**src/mipsCore_config.svh**
```systemverilog
`ifndef MIPS_CORE_CONFIG_SVH
`define MIPS_CORE_CONFIG_SVH

// data memory size in 32-bit words
`define MIPS_DMEM_WORDS 64

// word address width as log2 of the depth
`define MIPS_DMEM_AW 6

// general purpose register file
`define MIPS_NUM_REGS 32

`endif

```
**src/regFile.sv**
```systemverilog
`default_nettype none

`include "mipsCore_config.svh"

module regFile (
    input  logic        clk,
    input  logic        rstN,
    input  logic        we,
    input  logic [4:0]  waddr,
    input  logic [31:0] wdata,
    input  logic [4:0]  raddrA,
    input  logic [4:0]  raddrB,
    output logic [31:0] rdataA,
    output logic [31:0] rdataB
);

    logic [31:0] regs [`MIPS_NUM_REGS];

    always_ff @(posedge clk) begin
        if (!rstN) begin
            for (int i = 0; i < `MIPS_NUM_REGS; i++) begin
                regs[i] <= '0;
            end
        end else if (we && waddr != 5'd0) begin
            // r0 stays zero
            regs[waddr] <= wdata;
        end
    end

    assign rdataA = regs[raddrA];
    assign rdataB = regs[raddrB];

endmodule

`default_nettype wire

```
**config.mk**
```make
export PLATFORM = sky130hd
export DESIGN_NAME = regFile
export DESIGN_NICKNAME = d
export VERILOG_FILES = /design/src/regFile.sv
export VERILOG_INCLUDE_DIRS = /design/src
export SDC_FILE = /design/constraint.sdc
export NUM_CORES = 2
export LEC_CHECK = 0
export ABC_CLOCK_PERIOD_IN_PS = 8850
export BUFFER_PORTS_ARGS = -buffer_cell sky130_fd_sc_hd__buf_2
export CORE_MARGIN = 2
export CORE_UTILIZATION = 50
export CTS_CLUSTER_SIZE = 14
export DETAILED_ROUTE_END_ITERATION = 8
export GPL_ROUTABILITY_DRIVEN = 0
export PLACE_DENSITY = 0.78
export SLEW_MARGIN = 10
export SYNTH_ARGS = -nofsm -noshare
export SYNTH_HDL_FRONTEND = slang
export SYNTH_SLANG_ARGS = --single-unit
```
**constraint.sdc**
```tcl
create_clock -name clk -period 8.85 [get_ports clk]
set_input_delay 0 -clock clk [delete_from_list [all_inputs] [get_ports clk]]
set_output_delay 0 -clock clk [all_outputs]
set_load 0.005 [all_outputs]
```
# Word-level counts from Yosys, hierarchy flattened
# Memory sizes are Yosys's and may differ from the RTL's.
# Index checks and enable logic that the tools add are counted.
# op_classes
n_reduce_logical	3
muxes	7
# ops
op	n
$mux W32	1
$reduce_or A32 Y1	1
$mux W1	5
$mux W5	1
$reduce_bool A5 Y1	1
$logic_and A1 B1 Y1	1
# word_totals
input_bits	50
word_cells	11
ram_bits	1024
out_inout_bits	64
n_memories	1
reg_bits	0
# mem_list
name	words	width	read_ports	rd_clocked_by_memory_dff	wr	line_no	text
regs	32	32	2	0	32	regFile.sv:17	logic [31:0] regs [`MIPS_NUM_REGS];

# Longest topological paths before layout
# logic_depth
word_depth	7
ltp_mapped	8
ltp_nobuf	5

# Worst setup path after synthesis
# No wires, ideal clock.
# synth_path
kind	input port to flip-flop
from	in rstN
to	mem regs[24][0] (enable)
required_ns	8.384
n_path_buf	1
path_stages	4
path_slack_ns	5.499
arrival_time_ns	2.886
cell_sequence	nand2_1 -> or3_4 -> buf_6 -> o21ai_0
# synth_rtl
element	line_no	text
start, declared	regFile.sv:7	input logic rstN,
end, declared	regFile.sv:17	

# Final worst setup path
# layout_path
from	in raddrA[1]
to	out rdataA[28]
# layout_via
elab_chain_len	1
# layout_rtl
element	line_no	text
start, declared	regFile.sv:11	input logic [4:0] raddrA,
$mem_v2 Z32 W32	-	
end, declared	regFile.sv:13	output logic [31:0] rdataA,
# No other way between the ends.

==> results.ini <==
[cts]
post_cts_buffers=0
root_buffer=clkbuf_16
cts.sinks=1024
hold_buffers=32
numCtsBuffers=106
path_clk_slew_ns=0.06
htreeDepth=3
cts_tree=yes
cts_resized=0
clock_path_buffers=3

[synth]
yosys.area.top_type=edfxtp_1
synth.distinct_cells=32
ys_warn_count=0
ys.flop_type=edfxtp_1
synthTopCellsByArea=edfxtp_1, mux2i_1, and2_1
netlist_instances=4609
synth_edf_count=1024
ys_seq_area_share_pct=55.2
synth.cell_area_um2=55700
ys_top_cells_by_count=edfxtp_1, mux2i_1, and2_1
avgSynthCellArea_um2=12.1
synth_top_area_share_pct=55.2
ys_seq_elements=1024
synthArstFlopShare_pct=0

[timing]
slew_viol_final=0
fin_tns_setup_ns=0
hold_viol_final=0
timing.final.crit_period_ns=3.70
slew-limit-headroom_pct=8.68
tightestPinTransition_ns=1.37
timing.final.crit_share_pct=41.8
max_clock_freq_ghz=0.270
grt_setup_unrepaired=no
setup_viol=0

[critical_path]
arrival_ns=3.70
endpoint_kind=output port
worstSetupEndpoint=rdataA[28]
cp-startpoint=raddrA[1]
required_ns=8.85
worstSetupPathType=in2out
critPathMaxFanout=96
cp-start-kind=input pin

[global_routing]
track_usage_pct=31.2
grt_max_degree=138
grt_pass1_wl_mm=260
grt_pass1_vias=39300
antenna_found_initial=8
grt_remaining_overflow=0

[floorplan]
initial_core_util_pct=50.3
ios=114
num_rows=122
fp.coreArea_um2=111000
chipHeight_um=338
die_area_um2=114000
die_w_um=338

[routing]
via_count=40100
drt_first_pass_iters=6
ant_nets=0
detail_route.wl_per_cell_um=29.7
wl_mm=182
drt_iter0_drc=6101
via_per_inst=6.54
route.detailed.drc=0

[outcome]
outcome=completed

[final_layout]
syn2layout_area_growth_pct=10.1
seqCellArea_um2=30700
regMostFlops=regs
fillCellCount=8855
drive_above_1_share_pct=9.70
final_cell_area_um2=61300
reg_top3=regs (1024)
nNetsFinal=4591
largest_register_ffs=1024
multi_input_area_um2=23500

[power]
power_per_cell_area_nw_per_um2=189
ir_drop_mv=0.161
p_leak_nw=23.8

[place]
dp_hpwl_mm=97.5
place_area_um2=57600
portBuffers=113

[worst_hold_path]
hp-class=in2reg

[run]
max_cap_violations=0

## area by class of cell
cell class / count / share of cell area [%]
timing repair buffer: 243 / 2.80
sequential: 1024 / 50.1
clock buffer: 124 / 4.47
clock inverter: 72 / 1.11
inverter: 1 / 0.00612
tap: 1488 / 3.04
antenna: 9 / 0.0367
multi-input combinational: 3165 / 38.4
## how the worst min path moves through the flow
stage | start | to | cells after the start
after global routing | rstN | regs[19][20] | 3
after CTS | rstN | regs[19][22] | 3
after detailed placement | wdata[6] | regs[11][6] | 2
after floorplan | wdata[31] | regs[1][31] | 1
after global placement | wdata[5] | regs[12][5] | 2
final | rstN | regs[3][28] | 3
## stage by stage
| stage | hold WS [ns] | utilization (%) | worst slack [ns] | instances | power [mW] |
|---|---|---|---|---|---|
| 2_1_floorplan | 0.198 | - | 5.50 | 4640 | 6.64 |
| 3_3_place_gp | 0.579 | 52.0 | 5.32 | 5889 | 7.08 |
| 3_5_place_dp | 0.588 | 52.0 | 5.24 | 5889 | 7.13 |
| 4_1_cts | 0.190 | 55.4 | 5.25 | 6117 | 11.5 |
| 5_1_grt | 0.237 | 55.4 | 5.04 | 6118 | 11.8 |
| 6_report | 0.232 | 55.4 | 5.15 | 6126 | 11.6 |
## worst max-delay path, cell delays in order
cell and delay [ns]:
buf_8 0.72, buf_4 0.79, buf_4 0.87, mux2i_1 0.17, a22o_1 0.26, nor3_1 0.40
a31oi_1 0.09, nand3_1 0.12, buf_2 0.13
## per-layer routing
metal / up-vias / wire length, um / GRT usage (%)
li1: 16700 / - / -
met1: 19700 / 66600 / 40.6
met2: 2979 / 81600 / 48.4
met3: 641 / 22800 / 7.23
met4: 4 / 10700 / 17.0
met5: - / 23 / 0
## power breakdown
group | switching (mW) | internal [mW] | leakage (nW)
logic | 0.877 | 0.457 | 12.4
clock network | 1.96 | 2.51 | 1.69
registers | 0.147 | 5.61 | 9.75
## cell families after synthesis
group | count (synthesis) | share of synthesized area (%)
compound gates | 607 | 7.32
buf+inv | 451 | 3.71
flops | 1024 | 55.2
other cells | 1 | 0.00673
simple gates | 1502 | 15.4
mux | 1024 | 18.4
## cell usage in the layout (no fill, tap or decap), drive strengths merged, types with 2 or more instances in the layout
cell	count
nor3	64
a31oi	64
clkinvlp	3
or2	2
inv	6
nor2b	4
buf	211
nand2b	4
conb	32
a22o	128
dlygate4sd3	32
nand2	197
nand3b	3
clkinv	54
and2	994
mux2i	1024
clkbuf	124
nor2	35
or3	2
or3b	2
a22oi	192
diode	9
o21ai	31
bufinv	10
nand3	193
edfxtp	1024
a21oi	192
(Power assumes the default switching activity.)
