==> src/mipsCore_config.svh <==
`ifndef MIPS_CORE_CONFIG_SVH
`define MIPS_CORE_CONFIG_SVH

// data memory size in 32-bit words
`define MIPS_DMEM_WORDS 64

// word address width as log2 of the depth
`define MIPS_DMEM_AW 6

// general purpose register file
`define MIPS_NUM_REGS 32

`endif

==> src/mipsPkg.sv <==
`default_nettype none

`include "mipsCore_config.svh"

package mipsPkg;

    // primary opcodes
    localparam logic [5:0] opSpecial  = 6'b000000;
    localparam logic [5:0] opSpecial2 = 6'b011100;
    localparam logic [5:0] opAddi     = 6'b001000;
    localparam logic [5:0] opAndi     = 6'b001100;
    localparam logic [5:0] opOri      = 6'b001101;
    localparam logic [5:0] opXori     = 6'b001110;
    localparam logic [5:0] opLui      = 6'b001111;
    localparam logic [5:0] opLb       = 6'b100000;
    localparam logic [5:0] opLh       = 6'b100001;
    localparam logic [5:0] opLw       = 6'b100011;
    localparam logic [5:0] opSb       = 6'b101000;
    localparam logic [5:0] opSh       = 6'b101001;
    localparam logic [5:0] opSw       = 6'b101011;

    // funct codes under opSpecial
    localparam logic [5:0] fnSll   = 6'b000000;
    localparam logic [5:0] fnMfhi  = 6'b010000;
    localparam logic [5:0] fnMthi  = 6'b010001;
    localparam logic [5:0] fnMflo  = 6'b010010;
    localparam logic [5:0] fnMtlo  = 6'b010011;
    localparam logic [5:0] fnMult  = 6'b011000;
    localparam logic [5:0] fnMultu = 6'b011001;
    localparam logic [5:0] fnDiv   = 6'b011010;
    localparam logic [5:0] fnDivu  = 6'b011011;
    localparam logic [5:0] fnAdd   = 6'b100000;
    localparam logic [5:0] fnSub   = 6'b100010;
    localparam logic [5:0] fnAnd   = 6'b100100;
    localparam logic [5:0] fnOr    = 6'b100101;
    localparam logic [5:0] fnXor   = 6'b100110;
    localparam logic [5:0] fnSlt   = 6'b101010;
    localparam logic [5:0] fnSltu  = 6'b101011;

    // funct codes under opSpecial2
    localparam logic [5:0] fnMadd  = 6'b000000;
    localparam logic [5:0] fnMaddu = 6'b000001;
    localparam logic [5:0] fnMsub  = 6'b000100;
    localparam logic [5:0] fnMsubu = 6'b000101;

    typedef struct packed {
        logic [5:0] opcode;
        logic [4:0] rs;
        logic [4:0] rt;
        logic [4:0] rd;
        logic [4:0] shamt;
        logic [5:0] funct;
    } rFieldsT;

    typedef struct packed {
        logic [5:0]  opcode;
        logic [4:0]  rs;
        logic [4:0]  rt;
        logic [15:0] imm16;
    } iFieldsT;

    // same word seen as R-type or I-type
    typedef union packed {
        rFieldsT r;
        iFieldsT i;
    } instrT;

    typedef enum logic [2:0] {
        aluAdd, aluSub, aluAnd, aluOr, aluXor, aluSll, aluSlt, aluSltu
    } aluOpT;

    typedef enum logic [3:0] {
        mduNone, mduMult, mduMultu, mduDiv, mduDivu, mduMfhi, mduMflo,
        mduMthi, mduMtlo, mduMadd, mduMaddu, mduMsub, mduMsubu
    } mduOpT;

    typedef enum logic [1:0] {extZero, extSign, extUpper} extOpT;

    typedef enum logic [1:0] {wbAlu, wbMem, wbExt, wbMdu} wbSrcT;

    typedef enum logic [1:0] {accNone, accByte, accHalf, accWord} accSizeT;

    typedef struct packed {
        aluOpT      aluOp;
        logic       aluSrcImm;
        extOpT      extOp;
        logic       regWrite;
        logic [4:0] regAddr;
        wbSrcT      wbSrc;
        mduOpT      mduOp;
        logic       memWrite;
        accSizeT    storeSize;
        accSizeT    loadSize;
    } ctrlT;

    typedef struct packed {
        logic [4:0]  addr;
        logic [31:0] data;
    } wbReportT;

    typedef struct packed {
        logic [`MIPS_DMEM_AW-1:0] wordAddr;
        logic [3:0]               byteEn;
        logic [31:0]              data;
    } memReportT;

endpackage

`default_nettype wire

==> src/instrDecoder.sv <==
`default_nettype none

module instrDecoder (
    input  mipsPkg::instrT instr,
    output mipsPkg::ctrlT  ctrl
);

    logic [5:0] opcode;
    logic [5:0] funct;
    logic isR;
    logic isR2;
    logic add, sub, sll, isAnd, isOr, isXor, slt, sltu;
    logic addi, andi, ori, xori, lui;
    logic mult, multu, div, divu, madd, maddu, msub, msubu;
    logic mfhi, mflo, mthi, mtlo;
    logic lb, lh, lw, sb, sh, sw;
    logic calcR, calcI, load, store, mf;

    assign opcode = instr.r.opcode;
    assign funct  = instr.r.funct;

    assign isR  = (opcode == mipsPkg::opSpecial);
    assign isR2 = (opcode == mipsPkg::opSpecial2);

    // R-type arithmetic
    assign add   = isR & (funct == mipsPkg::fnAdd);
    assign sub   = isR & (funct == mipsPkg::fnSub);
    assign sll   = isR & (funct == mipsPkg::fnSll);
    assign isAnd = isR & (funct == mipsPkg::fnAnd);
    assign isOr  = isR & (funct == mipsPkg::fnOr);
    assign isXor = isR & (funct == mipsPkg::fnXor);
    assign slt   = isR & (funct == mipsPkg::fnSlt);
    assign sltu  = isR & (funct == mipsPkg::fnSltu);

    // hi/lo group
    assign mult  = isR & (funct == mipsPkg::fnMult);
    assign multu = isR & (funct == mipsPkg::fnMultu);
    assign div   = isR & (funct == mipsPkg::fnDiv);
    assign divu  = isR & (funct == mipsPkg::fnDivu);
    assign mfhi  = isR & (funct == mipsPkg::fnMfhi);
    assign mflo  = isR & (funct == mipsPkg::fnMflo);
    assign mthi  = isR & (funct == mipsPkg::fnMthi);
    assign mtlo  = isR & (funct == mipsPkg::fnMtlo);
    assign madd  = isR2 & (funct == mipsPkg::fnMadd);
    assign maddu = isR2 & (funct == mipsPkg::fnMaddu);
    assign msub  = isR2 & (funct == mipsPkg::fnMsub);
    assign msubu = isR2 & (funct == mipsPkg::fnMsubu);

    // immediates and memory
    assign addi = (opcode == mipsPkg::opAddi);
    assign andi = (opcode == mipsPkg::opAndi);
    assign ori  = (opcode == mipsPkg::opOri);
    assign xori = (opcode == mipsPkg::opXori);
    assign lui  = (opcode == mipsPkg::opLui);
    assign lb   = (opcode == mipsPkg::opLb);
    assign lh   = (opcode == mipsPkg::opLh);
    assign lw   = (opcode == mipsPkg::opLw);
    assign sb   = (opcode == mipsPkg::opSb);
    assign sh   = (opcode == mipsPkg::opSh);
    assign sw   = (opcode == mipsPkg::opSw);

    assign calcR = add | sub | isAnd | isOr | isXor | sll | slt | sltu;
    assign calcI = addi | andi | ori | xori;
    assign load  = lb | lh | lw;
    assign store = sb | sh | sw;
    assign mf    = mfhi | mflo;

    always_comb begin
        ctrl = '0;

        ctrl.aluOp = sub            ? mipsPkg::aluSub :
                     (isAnd | andi) ? mipsPkg::aluAnd :
                     (isOr | ori)   ? mipsPkg::aluOr :
                     (isXor | xori) ? mipsPkg::aluXor :
                     sll            ? mipsPkg::aluSll :
                     slt            ? mipsPkg::aluSlt :
                     sltu           ? mipsPkg::aluSltu :
                     mipsPkg::aluAdd;

        // loads and stores use the alu for the address
        ctrl.aluSrcImm = calcI | load | store;

        ctrl.extOp = (load | store | addi) ? mipsPkg::extSign :
                     lui                   ? mipsPkg::extUpper :
                     mipsPkg::extZero;

        ctrl.regWrite = calcR | calcI | load | lui | mf;
        ctrl.regAddr  = (calcR | mf)               ? instr.r.rd :
                        (calcI | load | lui)       ? instr.i.rt :
                        5'd0;

        ctrl.wbSrc = load ? mipsPkg::wbMem :
                     lui  ? mipsPkg::wbExt :
                     mf   ? mipsPkg::wbMdu :
                     mipsPkg::wbAlu;

        ctrl.mduOp = mult  ? mipsPkg::mduMult :
                     multu ? mipsPkg::mduMultu :
                     div   ? mipsPkg::mduDiv :
                     divu  ? mipsPkg::mduDivu :
                     mfhi  ? mipsPkg::mduMfhi :
                     mflo  ? mipsPkg::mduMflo :
                     mthi  ? mipsPkg::mduMthi :
                     mtlo  ? mipsPkg::mduMtlo :
                     madd  ? mipsPkg::mduMadd :
                     maddu ? mipsPkg::mduMaddu :
                     msub  ? mipsPkg::mduMsub :
                     msubu ? mipsPkg::mduMsubu :
                     mipsPkg::mduNone;

        ctrl.memWrite  = store;
        ctrl.storeSize = sw ? mipsPkg::accWord :
                         sh ? mipsPkg::accHalf :
                         sb ? mipsPkg::accByte :
                         mipsPkg::accNone;
        ctrl.loadSize  = lw ? mipsPkg::accWord :
                         lh ? mipsPkg::accHalf :
                         lb ? mipsPkg::accByte :
                         mipsPkg::accNone;
    end

endmodule

`default_nettype wire

==> config.mk <==
export PLATFORM = sky130hd
export DESIGN_NAME = instrDecoder
export DESIGN_NICKNAME = d
export VERILOG_FILES = /design/src/mipsPkg.sv /design/src/instrDecoder.sv
export VERILOG_INCLUDE_DIRS = /design/src
export SDC_FILE = /design/constraint.sdc
export NUM_CORES = 1
export LEC_CHECK = 0
export BUFFER_PORTS_ARGS = -buffer_cell sky130_fd_sc_hd__buf_2
export CAP_MARGIN = 15
export CORE_MARGIN = 2
export CORE_UTILIZATION = 35
export DETAILED_ROUTE_END_ITERATION = 8
export GPL_ROUTABILITY_DRIVEN = 1
export PLACE_DENSITY = 0.78
export SYNTH_ARGS = -nofsm -noshare
export SYNTH_HDL_FRONTEND = slang
export SYNTH_SLANG_ARGS = --single-unit
==> constraint.sdc <==
create_clock -name vclk -period 1.5
set_input_delay 0.075 -clock vclk [all_inputs]
set_output_delay 0.075 -clock vclk [all_outputs]
set_load 0.005 [all_outputs]
# Yosys cells after proc, flatten, opt, wreduce, memory -nomap -nowiden
# Cells that the tools add are included.
[totals]
register_bits = 0
elab_cells = 112
out_inout_bits = 23
[op_classes]
bitwise_logic = 48
eq_ne = 30
muxes = 32
reduce_logical = 2
[op_table]
columns = ["operator", "n"]
rows = [
  ["6-bit == test, second input constant", 13],
  ["6-bit by 5-bit == test with 1-bit output, second input constant", 9],
  ["4-bit two-way mux", 12],
  ["6-bit by 4-bit == test with 1-bit output, second input constant", 5],
  ["1-bit bitwise OR", 28],
  ["3-bit two-way mux", 7],
  ["1-bit bitwise AND", 20],
  ["2-bit two-way mux", 9],
  ["6-bit by 3-bit == test with 1-bit output, second input constant", 2],
  ["6-bit logical NOT", 2],
  ["5-bit two-way mux", 2],
  ["6-bit by 1-bit == test with 1-bit output, second input constant", 1],
  ["1-bit two-way mux", 2],
]

# Longest topological paths before layout
[depth]
depth_word = 14
mapped_depth = 5
mapped_depth_nobuf = 4

# Worst setup path before layout
# Ideal clock, no wire load.
[synth_timing]
path_type = "input -> output"
startpoint = "input instr[5] (netlist bit)"
endpoint = "output ctrl[11] (netlist bit)"
path_slack_ps = 126
required_time_ps = 1425
n_path_buf = 1
cell_stages = 5
arrival_time_ps = 1299
path_cell_list = "buf_2 > or4_4 > a2111oi_4 > a221oi_2 > o22ai_1"
[synth_rtl]
columns = ["item", "line", "rtl"]
rows = [
  ["from (decl)", "instrDecoder.sv:4", "input mipsPkg::instrT instr,"],
  ["to (decl)", "instrDecoder.sv:5", "output mipsPkg::ctrlT ctrl"],
]

==> results.json <==
{
  "run_status": "finished with violations",
  "failing_checks": "negative setup slack",
  "clkPwrFrac_pct": 0,
  "power_report.internal_total_mw": 0.0921,
  "postSynthCellCount": 102,
  "place.detailed.hpwl_mm": 1.77,
  "path_buf_inv": 2,
  "layoutNonFillerInstCount": 173,
  "cell_taking_the_most_area_after_synthesis": "nor2_1",
  "avgViaCountPerCell": 5.55,
  "setup.worst_path.class": "input pin to primary output",
  "gp_routability_congestion": 0.837,
  "floorplan.die_area_mm2": 0.00222,
  "post-place-cells": 172,
  "cts.repair_timing.setup_buffer_count": 0,
  "critPathLaunchType": "input pin",
  "global_route.overflow_total": 0,
  "ir_worst_vdd_uv": 98.5,
  "comb_power_share_pct": 100.0,
  "pin_count_of_the_biggest_net_entering_global_routing": 14,
  "ff_latch_area_um2": 0,
  "cts-hold-fix-buffers": 0,
  "maxCapViolations": 0,
  "critical_path.cell_chain": "buf_6 > or4_4 > nor3b_4 > a221oi_2 > o22ai_1 > buf_2",
  "first_global_vias": 830,
  "synth_area_leaders": "nor2_1 (6.3%), nand2_1 (5.8%), o22ai_1 (5.8%), inv_1 (4.6%), a2111oi_4 (4.2%)",
  "final.setup.worst_slack_ns": -0.0621,
  "cellPowerDensity_mw_per_mm2": 202,
  "cp_data_required_time_ns": 1.42,
  "slew_violations": 0,
  "hold_violations": 0,
  "core-area_mm2": 0.00175,
  "port_buffers": 45,
  "placement_rows": 15,
  "p_leak_nw": 0.508,
  "avgRoutedWirePerCell_um": 12.8,
  "finalCritPeriodShare_pct": 104,
  "grt_setup_unrepaired": "yes",
  "swShare_pct": 53.4,
  "slowest_delay_ns": 0.60,
  "post-route-min-period_ns": 1.56,
  "timing.critical_path.slowest_stage_cell": "or4_4",
  "layout.sequential_cells": 0,
  "via_count": 961,
  "route.final.wire_length_mm": 2.21,
  "setup_violation_total_in_the_final_timing_report": 13,
  "num_io_pins": 55,
  "clkbuf_count": 0,
  "fillCellCount": 175,
  "largest_delay_share_family_worst_path": "simple AND/OR/NAND/NOR gates",
  "initial_antenna_violation_count": 0,
  "die_y_um": 47.1,
  "worst_hold_path_type": "input pin to primary output",
  "postLayoutCoreUtil_pct": 55.9,
  "wire_length_of_the_first_global_routing_pass_mm": 3.31,
  "num_antenna_cells": 0,
  "synth_area_um2": 651,
  "crit_arrival_ns": 1.49,
  "sequentialPowerShare_pct": 0,
  "netlist_top_cells_count": "nor2_1 (11), nand2_1 (10), inv_1 (8)",
  "drt_first_iter_violations": 21,
  "post_synth_num_cell_types": 38,
  "seq_area_frac_synth_pct": 0,
  "synth_warnings": 0,
  "nNetsFinal": 182,
  "gr-usage-all-layers_pct": 19.5,
  "synthMostInstantiatedCell": "nor2_1",
  "drtPass1Iterations": 6,
  "initial_utilization_pct": 37.3,
  "maximum_clock_rate_mhz": 640,
  "worstSetupEndpointType": "primary output",
  "die-width_um": 47.1,
  "worst_pin_slew_ns": 0.502,
  "p_sw_mw": 0.105,
  "worst_slew_margin_rel_pct": 66.3,
  "post_route_drc_violation_count": 0,
  "yosys.area.top_type_share_pct": 6.35,
  "ant_nets": 0,
  "synth.net_count": 134,
  "layout-drive-gt1-share_pct": 44.6,
  "cp_max_fo": 6,
  "area_growth_syn_to_fin_pct": 50.0,
  "post_synth.cell_area_avg_um2": 6.38
}
stage by stage:
stage	setup slack, ns	power (mW)	setup TNS, ns	area, um2	hold WS [ns]
after floorplan	0.126	0.107	0	651	0.193
after global placement	-0.0859	0.182	-0.724	937	0.464
after detailed placement	-0.110	0.188	-1.07	937	0.467
after CTS	-0.0744	0.196	-0.452	971	0.467
after global routing	-0.118	0.217	-1.32	976	0.489
final	-0.0621	0.198	-0.504	976	0.468
cells by family after synthesis:
group | Yosys count | share of synthesized area (%)
compound gates | 29 | 35.6
xor+xnor | 4 | 5.39
buf+inv | 18 | 11.5
simple gates | 51 | 47.5
final timing paths:
| path | start | to | slack, ns | cells after the start |
|---|---|---|---|---|
| worst max-delay path | instr[28] | ctrl[12] | -0.06 | 6 |
| worst min-delay path | instr[13] | ctrl[13] | 0.47 | 4 |
cells in the final DEF, fill, tap and decap left out, types with 2 or more instances in the layout:
cell | netlist | final
nor3_1 | 5 | 5
nor2_1 | 11 | 11
inv_1 | 8 | 8
or2_1 | 2 | 2
buf_4 | 1 | 10
nor2b_1 | 2 | 2
or3b_1 | 2 | 2
or2_2 | 2 | 2
nand3_1 | 2 | 2
o22a_1 | 2 | 2
o21ai_1 | 3 | 3
o32ai_1 | 2 | 2
a21oi_1 | 4 | 4
buf_2 | 3 | 43
o21bai_1 | 3 | 3
nor4_1 | 2 | 2
nand2_1 | 10 | 10
or4_4 | 2 | 2
o31ai_1 | 2 | 2
buf_6 | 0 | 2
xor2_1 | 2 | 2
xnor2_1 | 2 | 2
nand4_1 | 3 | 3
o22ai_1 | 6 | 6
worst min-delay path, stage by stage:
cell	delay [ns]
buf_2	0.10
nand2_1	0.05
o22ai_1	0.05
buf_2	0.12
what timing repair did:
action                                  4_1_cts  5_1_grt
endpoints found under the setup margin       13       14
resized for setup                             3        1
gates cloned                                  1        0
pin swaps                                     5        2
power groups by stage:
stage	clock [mW]	sequential (mW)	combinational (mW)
detailed placement	0	0	0.188
global placement	0	0	0.182
global route	0	0	0.217
floorplan	0	0	0.107
CTS	0	0	0.196
finish	0	0	0.198
layer usage:
metal,vias up,GRT usage [%],part of all wire [%]
li1,474,-,-
met1,452,23.9,41
met2,33,38.6,54
met3,2,0.769,5.3
met4,0,1.11,0.41
met5,-,0,0
cell type report:
cell class	count	area [um2]	share of cell area, %
well taps	25	31.3	3.21
multi-input cells	85	602	61.7
inverters	8	30.0	3.08
repair buffers	55	313	32.1
Power figures use the tool's default switching activity.
