==> config.mk <==
export PLATFORM = sky130hd
export DESIGN_NAME = dataMem
export DESIGN_NICKNAME = d
export VERILOG_FILES = /design/src/mipsPkg.sv /design/src/dataMem.sv
export VERILOG_INCLUDE_DIRS = /design/src
export SDC_FILE = /design/constraint.sdc
export NUM_CORES = 2
export LEC_CHECK = 0
export ABC_AREA = 1
export BUFFER_PORTS_ARGS = -buffer_cell sky130_fd_sc_hd__buf_2
export CAP_MARGIN = 25
export CORE_ASPECT_RATIO = 2
export CORE_MARGIN = 2
export CORE_UTILIZATION = 25
export DETAILED_ROUTE_END_ITERATION = 16
export PLACE_DENSITY = 0.5
export SETUP_SLACK_MARGIN = 0.3
export SYNTH_ARGS = -nofsm -noshare
export SYNTH_HDL_FRONTEND = slang
export SYNTH_SLANG_ARGS = --single-unit
==> constraint.sdc <==
create_clock -name clk -period 9.9 [get_ports clk]
set_clock_uncertainty 0.05 [all_clocks]
set_input_delay 0.495 -clock clk [delete_from_list [all_inputs] [get_ports clk]]
set_output_delay 0.495 -clock clk [all_outputs]
set_load 0.05 [all_outputs]
==> src/mipsCore_config.svh <==
`ifndef MIPS_CORE_CONFIG_SVH
`define MIPS_CORE_CONFIG_SVH

// data memory size in 32-bit words
`define MIPS_DMEM_WORDS 64

// word address width as log2 of the depth
`define MIPS_DMEM_AW 6

// general purpose register file
`define MIPS_NUM_REGS 32

`endif

==> src/mipsPkg.sv <==
`default_nettype none

`include "mipsCore_config.svh"

package mipsPkg;

    // primary opcodes
    localparam logic [5:0] opSpecial  = 6'b000000;
    localparam logic [5:0] opSpecial2 = 6'b011100;
    localparam logic [5:0] opAddi     = 6'b001000;
    localparam logic [5:0] opAndi     = 6'b001100;
    localparam logic [5:0] opOri      = 6'b001101;
    localparam logic [5:0] opXori     = 6'b001110;
    localparam logic [5:0] opLui      = 6'b001111;
    localparam logic [5:0] opLb       = 6'b100000;
    localparam logic [5:0] opLh       = 6'b100001;
    localparam logic [5:0] opLw       = 6'b100011;
    localparam logic [5:0] opSb       = 6'b101000;
    localparam logic [5:0] opSh       = 6'b101001;
    localparam logic [5:0] opSw       = 6'b101011;

    // funct codes under opSpecial
    localparam logic [5:0] fnSll   = 6'b000000;
    localparam logic [5:0] fnMfhi  = 6'b010000;
    localparam logic [5:0] fnMthi  = 6'b010001;
    localparam logic [5:0] fnMflo  = 6'b010010;
    localparam logic [5:0] fnMtlo  = 6'b010011;
    localparam logic [5:0] fnMult  = 6'b011000;
    localparam logic [5:0] fnMultu = 6'b011001;
    localparam logic [5:0] fnDiv   = 6'b011010;
    localparam logic [5:0] fnDivu  = 6'b011011;
    localparam logic [5:0] fnAdd   = 6'b100000;
    localparam logic [5:0] fnSub   = 6'b100010;
    localparam logic [5:0] fnAnd   = 6'b100100;
    localparam logic [5:0] fnOr    = 6'b100101;
    localparam logic [5:0] fnXor   = 6'b100110;
    localparam logic [5:0] fnSlt   = 6'b101010;
    localparam logic [5:0] fnSltu  = 6'b101011;

    // funct codes under opSpecial2
    localparam logic [5:0] fnMadd  = 6'b000000;
    localparam logic [5:0] fnMaddu = 6'b000001;
    localparam logic [5:0] fnMsub  = 6'b000100;
    localparam logic [5:0] fnMsubu = 6'b000101;

    typedef struct packed {
        logic [5:0] opcode;
        logic [4:0] rs;
        logic [4:0] rt;
        logic [4:0] rd;
        logic [4:0] shamt;
        logic [5:0] funct;
    } rFieldsT;

    typedef struct packed {
        logic [5:0]  opcode;
        logic [4:0]  rs;
        logic [4:0]  rt;
        logic [15:0] imm16;
    } iFieldsT;

    // same word seen as R-type or I-type
    typedef union packed {
        rFieldsT r;
        iFieldsT i;
    } instrT;

    typedef enum logic [2:0] {
        aluAdd, aluSub, aluAnd, aluOr, aluXor, aluSll, aluSlt, aluSltu
    } aluOpT;

    typedef enum logic [3:0] {
        mduNone, mduMult, mduMultu, mduDiv, mduDivu, mduMfhi, mduMflo,
        mduMthi, mduMtlo, mduMadd, mduMaddu, mduMsub, mduMsubu
    } mduOpT;

    typedef enum logic [1:0] {extZero, extSign, extUpper} extOpT;

    typedef enum logic [1:0] {wbAlu, wbMem, wbExt, wbMdu} wbSrcT;

    typedef enum logic [1:0] {accNone, accByte, accHalf, accWord} accSizeT;

    typedef struct packed {
        aluOpT      aluOp;
        logic       aluSrcImm;
        extOpT      extOp;
        logic       regWrite;
        logic [4:0] regAddr;
        wbSrcT      wbSrc;
        mduOpT      mduOp;
        logic       memWrite;
        accSizeT    storeSize;
        accSizeT    loadSize;
    } ctrlT;

    typedef struct packed {
        logic [4:0]  addr;
        logic [31:0] data;
    } wbReportT;

    typedef struct packed {
        logic [`MIPS_DMEM_AW-1:0] wordAddr;
        logic [3:0]               byteEn;
        logic [31:0]              data;
    } memReportT;

endpackage

`default_nettype wire

==> src/dataMem.sv <==
`default_nettype none

`include "mipsCore_config.svh"

module dataMem (
    input  logic               clk,
    input  logic               en,
    input  logic [31:0]        addr,
    input  logic [31:0]        wdata,
    input  mipsPkg::accSizeT   storeSize,
    input  mipsPkg::accSizeT   loadSize,
    output logic [31:0]        loadData,
    output mipsPkg::memReportT storeReport
);

    logic [31:0]              mem [`MIPS_DMEM_WORDS];
    logic [`MIPS_DMEM_AW-1:0] wordAddr;
    logic [31:0]              rdWord;
    logic [31:0]              laneData;
    logic [3:0]               byteEn;
    logic [31:0]              merged;
    logic [7:0]               ldByte;
    logic [15:0]              ldHalf;

    // upper address bits beyond the depth are dropped
    assign wordAddr = addr[`MIPS_DMEM_AW+1:2];
    assign rdWord   = mem[wordAddr];

    always_comb begin
        case (storeSize)
            mipsPkg::accByte: begin
                byteEn   = 4'b0001 << addr[1:0];
                laneData = {4{wdata[7:0]}};
            end
            mipsPkg::accHalf: begin
                byteEn   = addr[1] ? 4'b1100 : 4'b0011;
                laneData = {2{wdata[15:0]}};
            end
            mipsPkg::accWord: begin
                byteEn   = 4'b1111;
                laneData = wdata;
            end
            default: begin
                byteEn   = 4'b0000;
                laneData = wdata;
            end
        endcase
    end

    always_comb begin
        for (int i = 0; i < 4; i++) begin
            merged[8*i +: 8] = byteEn[i] ? laneData[8*i +: 8] : rdWord[8*i +: 8];
        end
    end

    always_ff @(posedge clk) begin
        if (en && byteEn != 4'b0000) begin
            mem[wordAddr] <= merged;
        end
    end

    assign storeReport = '{wordAddr: wordAddr, byteEn: byteEn, data: merged};

    // sign extended load lanes
    assign ldByte = rdWord[{addr[1:0], 3'b000} +: 8];
    assign ldHalf = rdWord[{addr[1], 4'b0000} +: 16];

    always_comb begin
        case (loadSize)
            mipsPkg::accByte: loadData = {{24{ldByte[7]}}, ldByte};
            mipsPkg::accHalf: loadData = {{16{ldHalf[15]}}, ldHalf};
            mipsPkg::accWord: loadData = rdWord;
            default:          loadData = '0;
        endcase
    end

endmodule

`default_nettype wire

# Yosys cells after proc, flatten, opt, wreduce, memory -nomap -nowiden
# Memory sizes are Yosys's and may differ from the RTL's.
# Cells that the tools add are included.
[classes]
eq_ne = 6
n_shift = 3
n_mux = 10
n_reduce_logical = 2
[op_table]
columns = ["op", "count"]
rows = [
  ["$pmux W32 S3", 1],
  ["$pmux W32 S2", 1],
  ["$mux W8", 4],
  ["$shiftx A32 B6 Y16", 1],
  ["$shiftx A32 B6 Y8", 1],
  ["$pmux W4 S3", 1],
  ["$eq A2 B2 Y1 const B", 4],
  ["$eq A2 B1 Y1 const B", 2],
  ["$mux W4", 1],
  ["$reduce_bool A4 Y1", 1],
  ["$shl A1 B2 Y4 const A", 1],
  ["$mux W1", 2],
  ["$logic_and A1 B1 Y1", 1],
]
[word_totals]
ff_bits = 0
ramBits = 2048
input_bits = 70
output_inout_bits = 74
word_cells = 22
mem_count = 1
[mem_list]
columns = ["name", "depth", "width", "read_ports", "rd_ports_with_merged_regs", "wr", "line", "text"]
rows = [
  ["mem", 64, 32, 1, 0, 1, "dataMem.sv:16", "logic [31:0] mem [`MIPS_DMEM_WORDS];"],
]

# Logic depth before layout (Yosys ltp)
[depth]
depth_word = 6
depth_mapped = 19
ltp_nobuf = 15

# Least setup slack after synthesis
# Ideal clock, no wire load.
[synth_path]
kind = "in2reg"
startpoint = "input port storeSize[0]"
endpoint = "memory mem[0][14] (data pin)"
setup_ps = 906
arrival_time_ps = 5071
required_ps = 8944
path_slack_ps = 3873
cell_stages = 8
path_buffers = 2
path_cell_list = "inv_1 ha_1 clkbuf_1 a21oi_1 nand2_1 nand2_1 clkbuf_1 o21ai_0"
[synth_rtl]
columns = ["item", "line", "text"]
rows = [
  ["start, declared", "dataMem.sv:10", "input mipsPkg::accSizeT storeSize,"],
  ["end, declared", "dataMem.sv:16", ""],
]

==> flow_results.org <==
** Clocking
- Clock tree synthesis found a total of 2048 sinks.
- CTS Root Buffer Type :: sky130_fd_sc_hd__clkbuf_16
- The number of clock buffers added by TritonCTS is 170.
- CTS-repair resized insts :: 0
- The number of hold buffers added after CTS was 0.
- Clock-pin slew was measured on the worst setup and hold paths at 0.07 ns.
- The longest clock path from root to sink contains 4 buffers.
- At the later pin of the worst-skew pair, clock insertion delay measures 0.83 ns.
- The number of setup buffers added after CTS is 0.
- H-Tree Depth :: 4
- TritonCTS built the clock tree.

** Drt
- Routed via count :: 58939
- For this block, the initial DRC count from the detailed router was 4211.
- Routed length per instance :: 20.7 um
- Wire length after detailed routing :: 276 mm
- DRC :: 0
- Detail Route Antenna Nets :: 0
- Number of detailed-route iterations in the first pass :: 6
- Routed via count divided by cell count :: 4.43

** Logic synthesis
- Dividing the synthesized area by the synthesized cell count gives 10.2 sq um.
- Unique cell type count in the Yosys netlist :: 30
- Synth Instances :: 8537
- The synthesized netlist occupies a cell area of 86900 sq um.
- Part of the Yosys area used for sequential elements :: 0.707
- The Yosys step of the flow raised 0 warnings.
- Counting every net in the synthesized netlist gives 8611.
- In this run, synthesis produced a sequential element count of 2048.

** STA
- Period utilisation layout :: 0.564
- The number of pins exceeding their max-slew limit in the final report came to 0.
- Hold Violations, Final :: 0
- Final-layout setup total negative slack :: 0 ns
- Setup repair after global routing left no endpoint under its margin.
- Maximum operating frequency :: 179 MHz
- Post-route worst hold slack :: 0.403 ns
- The worst pin sits at a relative slew slack of 0.296.
- Setup violations remaining at the end of the flow were counted as 0.
- For the pin with the worst max-slew slack, the measured transition is 1.06 ns.
- Final worst path period need :: 5.58 ns
- After layout, the worst setup slack is 4.32 ns.

** Run
- Max-Cap Viols :: 0

** Die
- 144 I/O pins were placed.
- The region available for standard cell placement spans 346000 sq um.
- The floorplan step defined a die boundary enclosing 353000 sq um.
- Number of placement rows :: 306
- Chip height :: 838 um
- The initial utilization of the core area, before any placement, comes to 0.251.
- Die width :: 421 um

** Setup path
- By startpoint and endpoint, the worst setup path is classified as input pin to primary output.
- Reg2Reg Setup Slack :: 6.56 ns
- The worst register-to-register path ends at mem[0][12].
- WP data required :: 9.36 ns
- Crit-path max FO :: 72
- STA puts the critical path data arrival time at 5.04 ns.
- The worst setup path is launched from an input pin.
- The worst setup path is captured at a primary output.
- Register-to-Register Path Depth :: 12
- Reg2Reg Launch Point :: mem[5][12]

** Power and ir drop
- For this design the ratio of total power to cell area is 188 nW/um^2.
- Peak ir drop on the vdd network :: 0.135 mV
- Overall power of the completed layout :: 18700 uW
- Leak :: 0.0399 uW

** Placed design
- Routability-driven placement finished with a final weighted congestion of 0.801.
- The HPWL after detailed placement is 160 mm.
- Count of buffers inserted at the top-level ports :: 119
- At the placement stage, the worst setup path has a slack of 4.27 ns.

** Global route
- The via count of the first global-routing pass came to 57315.
- For this run, the total global-route usage over all layers was measured as 0.152.
- Largest net degree at the start of global routing :: 204
- Global routing finished with a remaining overflow of 0.
- Wire length of the first global-routing pass :: 397 mm
- Initial antenna violation count :: 5

** Worst hold path
- The worst hold path belongs to the class input pin to flop.
- Beginning of the worst hold path :: wdata[11]
- The worst hold path terminates at mem[49][11].
- Worst Hold Depth :: 3

** Status
- Result of the run :: completed

** Layout
- Post-layout net count :: 8638
- Number of flip-flops in the largest register :: 2048
- Layout area overhead :: 14.0%
- Of the cells placed in the final design, the portion with a size suffix greater than 1 is 0.0760.
- At the end of the flow the core is filled with cells to 0.286.
- Top Registers :: mem: 2048 flops
- Largest Register :: mem
==> worst max path at each step <==
stage	from	to	cells past startpoint
global placement	addr[3]	storeReport[12]	15
floorplan	storeSize[0]	mem[0][14]	8
CTS	addr[3]	storeReport[12]	15
detailed placement	addr[3]	storeReport[12]	15
finish	addr[3]	storeReport[3]	14
global route	addr[2]	storeReport[3]	15
==> worst max-delay path, cell delays in order <==
cell                      delay (ns)
sky130_fd_sc_hd__buf_8          0.15
sky130_fd_sc_hd__inv_8          0.52
sky130_fd_sc_hd__buf_4          0.69
sky130_fd_sc_hd__buf_4          0.67
sky130_fd_sc_hd__nand2_1        0.15
sky130_fd_sc_hd__nand2_1        0.09
sky130_fd_sc_hd__nand2_1        0.05
sky130_fd_sc_hd__nand2_1        0.09
sky130_fd_sc_hd__nand2_1        0.06
sky130_fd_sc_hd__nand2_1        0.10
sky130_fd_sc_hd__nor2_1         0.08
sky130_fd_sc_hd__a31oi_4        0.73
sky130_fd_sc_hd__buf_4          0.56
sky130_fd_sc_hd__buf_2          0.41
==> layer usage <==
layer | vias to the layer above | track usage | share of wire
met1 | 29149 | 0.168 | 0.38
met4 | 0 | 0.0726 | 0.051
met2 | 1550 | 0.290 | 0.53
li1 | 27757 | - | -
met3 | 483 | 0.0110 | 0.034
met5 | - | 0 | 0
==> power by group <==
group          leakage (uW)  internal (uW)  switching, uW  total, uW
combinational        0.0186            338           1490       1820
clock               0.00265           3780           3170       6950
sequential           0.0186           9890           7.32       9900
total                0.0399          14000           4670      18700
==> synthesized netlist by cell type <==
cell | instances | area share
sky130_fd_sc_hd__a21oi_1 | 56 | 0.0032
sky130_fd_sc_hd__a22oi_1 | 8 | 0.00069
sky130_fd_sc_hd__a31oi_1 | 8 | 0.00058
sky130_fd_sc_hd__buf_1 | 29 | 0.0013
sky130_fd_sc_hd__buf_2 | 217 | 0.012
sky130_fd_sc_hd__buf_4 | 17 | 0.0015
sky130_fd_sc_hd__buf_6 | 17 | 0.0022
sky130_fd_sc_hd__clkbuf_1 | 157 | 0.0068
sky130_fd_sc_hd__clkinv_1 | 2 | 0.000086
sky130_fd_sc_hd__edfxtp_1 | 2048 | 0.71
sky130_fd_sc_hd__ha_1 | 4 | 0.00058
sky130_fd_sc_hd__inv_1 | 77 | 0.0033
sky130_fd_sc_hd__inv_2 | 3 | 0.00013
sky130_fd_sc_hd__inv_4 | 1 | 0.000072
sky130_fd_sc_hd__nand2_1 | 5455 | 0.24
sky130_fd_sc_hd__nand3_1 | 30 | 0.0017
sky130_fd_sc_hd__nand3_2 | 1 | 0.00012
sky130_fd_sc_hd__nand4_1 | 14 | 0.0010
sky130_fd_sc_hd__nor2_1 | 208 | 0.0090
sky130_fd_sc_hd__nor2_2 | 2 | 0.00014
sky130_fd_sc_hd__nor3_1 | 8 | 0.00046
sky130_fd_sc_hd__nor3_2 | 2 | 0.00023
sky130_fd_sc_hd__o211ai_1 | 44 | 0.0038
sky130_fd_sc_hd__o21a_1 | 1 | 0.000086
sky130_fd_sc_hd__o21ai_0 | 107 | 0.0062
sky130_fd_sc_hd__o21ai_1 | 3 | 0.00017
sky130_fd_sc_hd__o21ai_4 | 1 | 0.00019
sky130_fd_sc_hd__o21bai_1 | 1 | 0.000086
sky130_fd_sc_hd__or2_1 | 2 | 0.00014
sky130_fd_sc_hd__or2_2 | 14 | 0.0010
==> stage by stage <==
stage               area [sq um]  instances
floorplan                  86900       8537
global placement           93600      13010
detailed placement         93600      13011
CTS                        99100      13304
global route               99200      13306
finish                     99200      13310
==> layout make-up <==
class	count	area, sq um
Clock buffer	193	4400
Antenna cell	5	12.5
Tap cell	4620	5780
Inverter	83	343
Fill cell	35759	247000
Sequential cell	2048	61500
Clock inverter	100	1070
Timing Repair Buffer	292	2100
Multi-Input combinational cell	5969	23900
==> cells in the final DEF, fill, tap and decap left out, drive strengths merged <==
| master | n |
|---|---|
| nand2 | 5455 |
| edfxtp | 2048 |
| buf | 292 |
| nor2 | 210 |
| clkbuf | 193 |
| o21ai | 111 |
| inv | 85 |
| clkinv | 63 |
| a21oi | 56 |
| o211ai | 44 |
| nand3 | 31 |
| bufinv | 22 |
| or2 | 16 |
| nand4 | 14 |
| clkinvlp | 13 |
| nor3 | 10 |
| a22oi | 8 |
| a31oi | 8 |
| diode | 5 |
| ha | 4 |
| o21bai | 1 |
| o21a | 1 |
==> cells by family after synthesis <==
| logic type | after synthesis | share of synthesized area |
|---|---|---|
| simple gates | 5736 | 0.249 |
| flops | 2048 | 0.707 |
| buf+inv | 520 | 0.0278 |
| compound gates | 229 | 0.0150 |
| fa+ha+maj | 4 | 0.000576 |
(Power assumes the default switching activity.)
