===== src/mipsCore_config.svh =====
`ifndef MIPS_CORE_CONFIG_SVH
`define MIPS_CORE_CONFIG_SVH

// data memory size in 32-bit words
`define MIPS_DMEM_WORDS 64

// word address width as log2 of the depth
`define MIPS_DMEM_AW 6

// general purpose register file
`define MIPS_NUM_REGS 32

`endif


===== src/mipsPkg.sv =====
`default_nettype none

`include "mipsCore_config.svh"

package mipsPkg;

    // primary opcodes
    localparam logic [5:0] opSpecial  = 6'b000000;
    localparam logic [5:0] opSpecial2 = 6'b011100;
    localparam logic [5:0] opAddi     = 6'b001000;
    localparam logic [5:0] opAndi     = 6'b001100;
    localparam logic [5:0] opOri      = 6'b001101;
    localparam logic [5:0] opXori     = 6'b001110;
    localparam logic [5:0] opLui      = 6'b001111;
    localparam logic [5:0] opLb       = 6'b100000;
    localparam logic [5:0] opLh       = 6'b100001;
    localparam logic [5:0] opLw       = 6'b100011;
    localparam logic [5:0] opSb       = 6'b101000;
    localparam logic [5:0] opSh       = 6'b101001;
    localparam logic [5:0] opSw       = 6'b101011;

    // funct codes under opSpecial
    localparam logic [5:0] fnSll   = 6'b000000;
    localparam logic [5:0] fnMfhi  = 6'b010000;
    localparam logic [5:0] fnMthi  = 6'b010001;
    localparam logic [5:0] fnMflo  = 6'b010010;
    localparam logic [5:0] fnMtlo  = 6'b010011;
    localparam logic [5:0] fnMult  = 6'b011000;
    localparam logic [5:0] fnMultu = 6'b011001;
    localparam logic [5:0] fnDiv   = 6'b011010;
    localparam logic [5:0] fnDivu  = 6'b011011;
    localparam logic [5:0] fnAdd   = 6'b100000;
    localparam logic [5:0] fnSub   = 6'b100010;
    localparam logic [5:0] fnAnd   = 6'b100100;
    localparam logic [5:0] fnOr    = 6'b100101;
    localparam logic [5:0] fnXor   = 6'b100110;
    localparam logic [5:0] fnSlt   = 6'b101010;
    localparam logic [5:0] fnSltu  = 6'b101011;

    // funct codes under opSpecial2
    localparam logic [5:0] fnMadd  = 6'b000000;
    localparam logic [5:0] fnMaddu = 6'b000001;
    localparam logic [5:0] fnMsub  = 6'b000100;
    localparam logic [5:0] fnMsubu = 6'b000101;

    typedef struct packed {
        logic [5:0] opcode;
        logic [4:0] rs;
        logic [4:0] rt;
        logic [4:0] rd;
        logic [4:0] shamt;
        logic [5:0] funct;
    } rFieldsT;

    typedef struct packed {
        logic [5:0]  opcode;
        logic [4:0]  rs;
        logic [4:0]  rt;
        logic [15:0] imm16;
    } iFieldsT;

    // same word seen as R-type or I-type
    typedef union packed {
        rFieldsT r;
        iFieldsT i;
    } instrT;

    typedef enum logic [2:0] {
        aluAdd, aluSub, aluAnd, aluOr, aluXor, aluSll, aluSlt, aluSltu
    } aluOpT;

    typedef enum logic [3:0] {
        mduNone, mduMult, mduMultu, mduDiv, mduDivu, mduMfhi, mduMflo,
        mduMthi, mduMtlo, mduMadd, mduMaddu, mduMsub, mduMsubu
    } mduOpT;

    typedef enum logic [1:0] {extZero, extSign, extUpper} extOpT;

    typedef enum logic [1:0] {wbAlu, wbMem, wbExt, wbMdu} wbSrcT;

    typedef enum logic [1:0] {accNone, accByte, accHalf, accWord} accSizeT;

    typedef struct packed {
        aluOpT      aluOp;
        logic       aluSrcImm;
        extOpT      extOp;
        logic       regWrite;
        logic [4:0] regAddr;
        wbSrcT      wbSrc;
        mduOpT      mduOp;
        logic       memWrite;
        accSizeT    storeSize;
        accSizeT    loadSize;
    } ctrlT;

    typedef struct packed {
        logic [4:0]  addr;
        logic [31:0] data;
    } wbReportT;

    typedef struct packed {
        logic [`MIPS_DMEM_AW-1:0] wordAddr;
        logic [3:0]               byteEn;
        logic [31:0]              data;
    } memReportT;

endpackage

`default_nettype wire


===== src/aluUnit.sv =====
`default_nettype none

module aluUnit (
    input  mipsPkg::aluOpT op,
    input  logic [31:0]    a,
    input  logic [31:0]    b,
    input  logic [4:0]     shamt,
    output logic [31:0]    y
);

    always_comb begin
        case (op)
            mipsPkg::aluAdd: y = a + b;
            mipsPkg::aluSub: y = a - b;
            mipsPkg::aluAnd: y = a & b;
            mipsPkg::aluOr:  y = a | b;
            mipsPkg::aluXor: y = a ^ b;
            // sll shifts the rt operand
            mipsPkg::aluSll: y = b << shamt;
            mipsPkg::aluSlt: begin
                y = {31'd0, $signed(a) < $signed(b)};
            end
            mipsPkg::aluSltu: begin
                y = {31'd0, a < b};
            end
            default: y = a + b;
        endcase
    end

endmodule

`default_nettype wire


===== config.mk =====
export PLATFORM = sky130hd
export DESIGN_NAME = aluUnit
export DESIGN_NICKNAME = d
export VERILOG_FILES = /design/src/mipsPkg.sv /design/src/aluUnit.sv
export VERILOG_INCLUDE_DIRS = /design/src
export SDC_FILE = /design/constraint.sdc
export NUM_CORES = 1
export LEC_CHECK = 0
export BUFFER_PORTS_ARGS = -buffer_cell sky130_fd_sc_hd__buf_2
export CAP_MARGIN = 20
export CORE_MARGIN = 8
export CORE_UTILIZATION = 39
export DETAILED_ROUTE_END_ITERATION = 10
export GPL_ROUTABILITY_DRIVEN = 0
export PLACE_DENSITY = 0.63
export SLEW_MARGIN = 10
export SYNTH_ARGS = -nofsm -noshare
export SYNTH_HDL_FRONTEND = slang
export SYNTH_SLANG_ARGS = --single-unit
export TNS_END_PERCENT = 30

===== constraint.sdc =====
create_clock -name vclk -period 3.06
set_input_delay 0.153 -clock vclk [all_inputs]
set_output_delay 0.153 -clock vclk [all_outputs]
set_load 0.01 [all_outputs]

# After elaboration in Yosys (flattened, before gate mapping)
# Index checks and enable logic that the tools add are counted.
[op_classes]
addsub = 2
order_cmp = 2
n_eq_ne = 7
n_shift = 1
n_mux = 1
n_bitwise = 3
n_reduce_logical = 1
[op_table]
columns = ["op", "count"]
rows = [
  ["$pmux 32 s8", 1],
  ["$lt 32x32->1", 2],
  ["$add 32x32->32", 1],
  ["$and 32x32->32", 1],
  ["$or 32x32->32", 1],
  ["$shl 32x5->32", 1],
  ["$sub 32x32->32", 1],
  ["$xor 32x32->32", 1],
  ["$eq 3x3->1 const B", 4],
  ["$eq 3x2->1 const B", 2],
  ["$eq 3x1->1 const B", 1],
  ["$logic_not 3->1", 1],
]
[totals]
regBits = 0
out_inout_bits = 32

# Logic depth before layout (Yosys ltp)
# Gate-level depths: netlist (run 1).
[depth]
ltp_word = 2
mapped_depth = 12
ltp_nobuf = 12

# Worst setup path after synthesis (run 1)
# No wires, ideal clock.
[synth_timing]
path_type = "input port to output port"
startpoint = "input a[1]"
endpoint = "output y[19]"
arrival_ps = 2610
required_time_ps = 2907
path_slack_ps = 297
path_stages = 11
n_path_buf = 0
path_cell_list = "inv_1 > ha_1 > a211oi_1 > o21bai_1 > o22a_1 > a311o_1 > a31o_2 > a2111oi_0 > a31oi_1 > xnor2_1 > o221ai_1"
[synth_via]
elab_chain_len = 2
[synth_rtl]
columns = ["element", "line_no", "source"]
rows = [
  ["start, declared", "aluUnit.sv:5", "input logic [31:0] a,"],
  ["$sub 32x32->32 or $add 32x32->32 (tied branches)", "--", ""],
  ["$pmux 32 s8 (*)", "aluUnit.sv:12", "case (op)"],
  ["end, declared", "aluUnit.sv:8", "output logic [31:0] y"],
]
# Mark *: on every way between the ends. The rest lies on a longest branch, timed or not.

# Worst setup path after layout (run 1)
[layout_timing]
startpoint = "input b[1]"
endpoint = "output y[27]"
[layout_via]
elab_chain_len = 2
[layout_rtl]
columns = ["element", "line_no", "source"]
rows = [
  ["start, declared", "aluUnit.sv:6", "input logic [31:0] b,"],
  ["$sub 32x32->32 (tied with other cells)", "aluUnit.sv:14", "mipsPkg::aluSub: y = a - b;"],
  ["$pmux 32 s8 (*)", "aluUnit.sv:12", ""],
]
# Marked as above.

==> metrics.yaml, run 1 <==
synthesis:
  syn_inst: 1017
  yosys.cell_count.top_type: "a21oi_1"
  yosysUniqueCellTypes: 77
  synth_largest_area_cell: "ha_1"
  synth_common_cells: "a21oi_1, inv_1, ha_1"
  syn_nets: 1187
  syn_area_mm2: 0.00671
  synth_seq_area_share_pct: 0
  synth_top_area_share_pct: 17.9
  yosys_warnings: 0
  synth_area_leaders: "ha_1, a21oi_1, mux4_2, inv_1, nor2_1"
  avgSynthCellArea_um2: 6.60
finish:
  design.seq.count: 0
  syn_to_final_growth_pct: 31.1
  fin_cells: 1438
  regArea_um2: 0
  n_clock_buffer: 0
  drive_gt1_share_pct: 29.1
  antenna_cells: 0
  nets: 1385
  multi_input_area_mm2: 0.00632
  n_fill_cell: 1759
global_routing:
  grt_pass1_vias: 8242
  grt_usage_pct: 24.6
  grt_max_degree: 56
  antenna_found_initial: 0
  grt_overflow: 0
  grt_pass1_wl_um: 44000
detailed_routing:
  drtPass1Iterations: 8
  drc: 0
  avgViaCountPerCell: 6.15
  wl_per_cell_um: 20.0
  ant_nets: 0
  first_iter_violations: 1263
  routed_wirelength_um: 28700
  vias: 8837
placement:
  pre_cts_slack_ns: -0.150
  portBuffers: 104
  place_hpwl_um: 23200
  placed_cells: 1431
timing:
  max_slew.worst_pin.slew_ns: 0.766
  hold_viol_final: 0
  grt_setup_unrepaired: "true"
  timing.slew.headroom_pct: 48.4
  finalCritPeriodShare_pct: 103
  fmax_mhz: 317
  fin_ws_ns: -0.0938
  period_minus_slack_ns: 3.15
  slew_violations: 0
  setup_viol: 7
status:
  violations: "setup timing"
  status: "finished, violations left"
floorplanning:
  start_util_pct: 39.3
  fp.dieW_um: 147
  dieArea_mm2: 0.0217
  num_rows: 48
  core_area_mm2: 0.0171
  ios: 104
  die_y_um: 147
worst_hold_path:
  min_path_type: "input port to primary output"
critical_path:
  cp_data_required_time_ns: 2.91
  critPathKind: "input port to primary output"
  start_kind: "input port"
  cp-end-kind: "primary output"
  critPathArrivalTime_ns: 3.00
  cp_max_fo: 4
pwr:
  p_total_uw: 1780
  ir_worst_vdd_mv: 0.0959
  p_leak_uw: 0.00416
  power_density_mw_per_mm2: 203
run:
  max_cap_violations: 0
## critical path: stages
cell and delay [ns]:
buf_8 0.10, buf_6 0.11, ha_4 0.16, a211oi_2 0.19
o21bai_1 0.14, o22a_1 0.27, a311o_2 0.49, a2111oi_4 0.37
buf_4 0.19, nor2_4 0.05, xnor2_2 0.15, o211ai_1 0.09
or3b_1 0.37, buf_2 0.15
## what timing repair did
action,CTS,global route
setup buffers,1,6
pin swaps,9,20
setup endpoints to repair,15,20
cloned,0,0
gates resized for setup,17,53
hold buffers,0,0
## through the flow
| stage | util, % | hold slack [ns] | setup TNS [ns] | cell area, um^2 |
|---|---|---|---|---|
| after detailed placement | 49.3 | 0.864 | -0.911 | 8410 |
| after global routing | 51.6 | 0.933 | -1.41 | 8800 |
| after floorplan | - | 0.565 | 0 | 6710 |
| after global placement | 49.3 | 0.913 | -0.795 | 8410 |
| after CTS | 49.9 | 0.871 | -0.0476 | 8510 |
| final | 51.6 | 0.897 | -0.295 | 8800 |
## per-layer routing
layer / wire length [um] / part of all wire, % / track usage, %
met4: 1040 / 3.6 / 7.55
met1: 11900 / 41 / 33.4
met2: 12700 / 44 / 39.6
met3: 3020 / 11 / 3.17
met5: 0 / 0 / 0
## power by group
| part | internal (uW) | switching [uW] | leakage [uW] |
|---|---|---|---|
| combinational | 764 | 1020 | 0.00416 |
| sequential | 0 | 0 | 0 |
| clock | 0 | 0 | 0 |
| total | 764 | 1020 | 0.00416 |
## final timing paths
path	from	end	cells past startpoint
setup / recovery	b[1]	y[27]	14
hold / removal	op[1]	y[3]	3
## cells by family after synthesis
group	share of synthesized area, %
xor gates and xnor gates	3.77
and+or+nand+nor	19.0
buffers and inverters	10.4
AOI/OAI and AO/OA	36.4
muxes	11.9
adders and majority gates	18.5
## area by class of cell
cell class | count | share of cell area, %
Multi-Input combinational cell | 836 | 71.8
Inverter | 109 | 4.68
Tap cell | 225 | 3.20
Timing Repair Buffer | 268 | 20.3
## placed cells by master, fill, tap and decap left out, types with 5 or more instances in the layout
cell type and instances:
a211oi_1 11, a21o_1 13, a21oi_1 134, a21oi_2 8, a221oi_1 7, a222oi_1 12
a22o_1 5, a22oi_1 5, a31oi_1 7, buf_2 102, buf_4 161, ha_1 86
ha_4 8, inv_1 98, inv_2 6, mux2i_1 26, mux4_2 22, nand2_1 85
nand2b_1 10, nand3_1 12, nand4_1 5, nor2_1 91, nor2b_1 9, nor3_1 29
nor4_1 7, o211ai_1 24, o21a_1 6, o21ai_0 54, o21ai_1 11, o21bai_1 12
o221ai_1 9, o22ai_1 11, xnor2_1 22, xor2_1 5
Power figures use the tool's default switching activity.
==> run 2: changes to the inputs <==
--- a/config.mk
+++ b/config.mk
@@ -9,10 +9,10 @@
 export BUFFER_PORTS_ARGS = -buffer_cell sky130_fd_sc_hd__buf_2
 export CAP_MARGIN = 20
 export CORE_MARGIN = 8
-export CORE_UTILIZATION = 39
+export CORE_UTILIZATION = 30
 export DETAILED_ROUTE_END_ITERATION = 10
 export GPL_ROUTABILITY_DRIVEN = 0
-export PLACE_DENSITY = 0.63
+export PLACE_DENSITY = 0.53
 export SLEW_MARGIN = 10
 export SYNTH_ARGS = -nofsm -noshare
 export SYNTH_HDL_FRONTEND = slang
==> metrics.yaml, run 2 (synthesized netlist as in run 1, its figures left out) <==
status:
  status: "finished, violations left"
  violations: "setup timing"
critical_path:
  critPathArrivalTime_ns: 2.92
  cp_data_required_time_ns: 2.91
  critPathKind: "input port to primary output"
  cp_max_fo: 7
  cp-end-kind: "primary output"
  start_kind: "input port"
pwr:
  ir_worst_vdd_mv: 0.0822
  p_leak_uw: 0.00425
  power_density_mw_per_mm2: 202
global_routing:
  grt_max_degree: 56
  grt_pass1_vias: 8135
  antenna_found_initial: 0
  grt_usage_pct: 20.9
  grt_overflow: 0
  grt_pass1_wl_um: 45700
finish:
  syn_to_final_growth_pct: 35.9
  drive_gt1_share_pct: 31.5
  nets: 1402
  fin_cells: 1510
  regArea_um2: 0
  n_clock_buffer: 0
  final_cell_mix: "buf_4, a21oi_1, buf_2, inv_1, nor2_1"
  stdcell_area_mm2: 0.00912
  design.seq.count: 0
  final_util_pct: 41.7
  antenna_cells: 0
  final_common_cell: "buf_4"
placement:
  place_hpwl_um: 25100
  placed_cells: 1508
  dpl-instance-area_mm2: 0.00866
  portBuffers: 104
clock_network:
  cts_hold_buf: 0
run:
  max_cap_violations: 0
floorplanning:
  die_y_um: 166
  ios: 104
  fp.dieW_um: 166
  dieArea_mm2: 0.0274
  core_area_mm2: 0.0219
  start_util_pct: 30.7
  num_rows: 54
timing:
  grt_setup_unrepaired: "true"
  max_slew.worst_pin.slew_ns: 0.645
  fin_ws_ns: -0.0116
  period_minus_slack_ns: 3.07
  timing.slew.headroom_pct: 56.5
  fmax_mhz: 326
  slew_violations: 0
  tns_ns: -0.0116
  hold_viol_final: 0
  setup_viol: 1
  finalCritPeriodShare_pct: 100
worst_hold_path:
  hold_path_depth: 6
  hp-start: "a[1]"
  holdPathEnd: "y[1]"
  min_path_type: "input port to primary output"
detailed_routing:
  first_iter_violations: 890
  routed_wirelength_um: 30400
  ant_nets: 0
  drtPass1Iterations: 6
  drc: 0
  avgViaCountPerCell: 5.74
  wl_per_cell_um: 20.1
  vias: 8667
==> run 2: critical path, stage by stage <==
cell,delay (ns)
buf_2,0.13
inv_1,0.09
ha_4,0.28
buf_4,0.16
inv_1,0.06
a21oi_2,0.21
o21a_1,0.24
a221o_1,0.26
a21oi_2,0.08
buf_4,0.17
a2111oi_1,0.33
buf_4,0.18
xnor2_1,0.11
nor2_1,0.05
a211o_1,0.26
buf_2,0.15
==> run 2: through the flow <==
stage	hold WS [ns]	setup WS, ns	power (uW)
floorplan	0.565	0.297	988
global placement	0.934	-0.181	1700
detailed placement	0.926	-0.160	1700
CTS	0.929	-0.0452	1740
global route	0.976	-0.131	1980
finish	0.934	-0.0116	1840
==> run 2: final cells by class <==
class	instances	area [um^2]
multi-input combinational	836	6410
tap	280	350
inverter	109	417
timing repair buffer	285	1940
fill	2340	12800
==> run 2: how the worst max path moves through the flow <==
| stage | startpoint | end | depth (start not counted) |
|---|---|---|---|
| CTS | b[1] | y[27] | 14 |
| floorplan | a[1] | y[19] | 11 |
| finish | b[2] | y[31] | 16 |
| global route | b[2] | y[31] | 16 |
| global placement | a[5] | y[18] | 14 |
| detailed placement | b[5] | y[18] | 14 |
==> run 2: repair_timing <==
action                                  4_1_cts  5_1_grt
endpoints found under the setup margin       15       19
buffers inserted                              1        1
gates cloned                                  0        0
resized for setup                            37       58
pin swaps                                    16       24
==> run 2: power by group <==
| part | switching (uW) | total (uW) | internal [uW] |
|---|---|---|---|
| sequential | 0 | 0 | 0 |
| clock | 0 | 0 | 0 |
| combinational | 1040 | 1840 | 799 |
==> run 2: metal layers <==
layer,up-vias,GRT usage (%),routed length (um)
li1,4139,-,-
met4,0,5.07,744
met3,45,1.88,2620
met2,432,33.6,13700
met1,4051,29.5,13300
met5,-,0,0
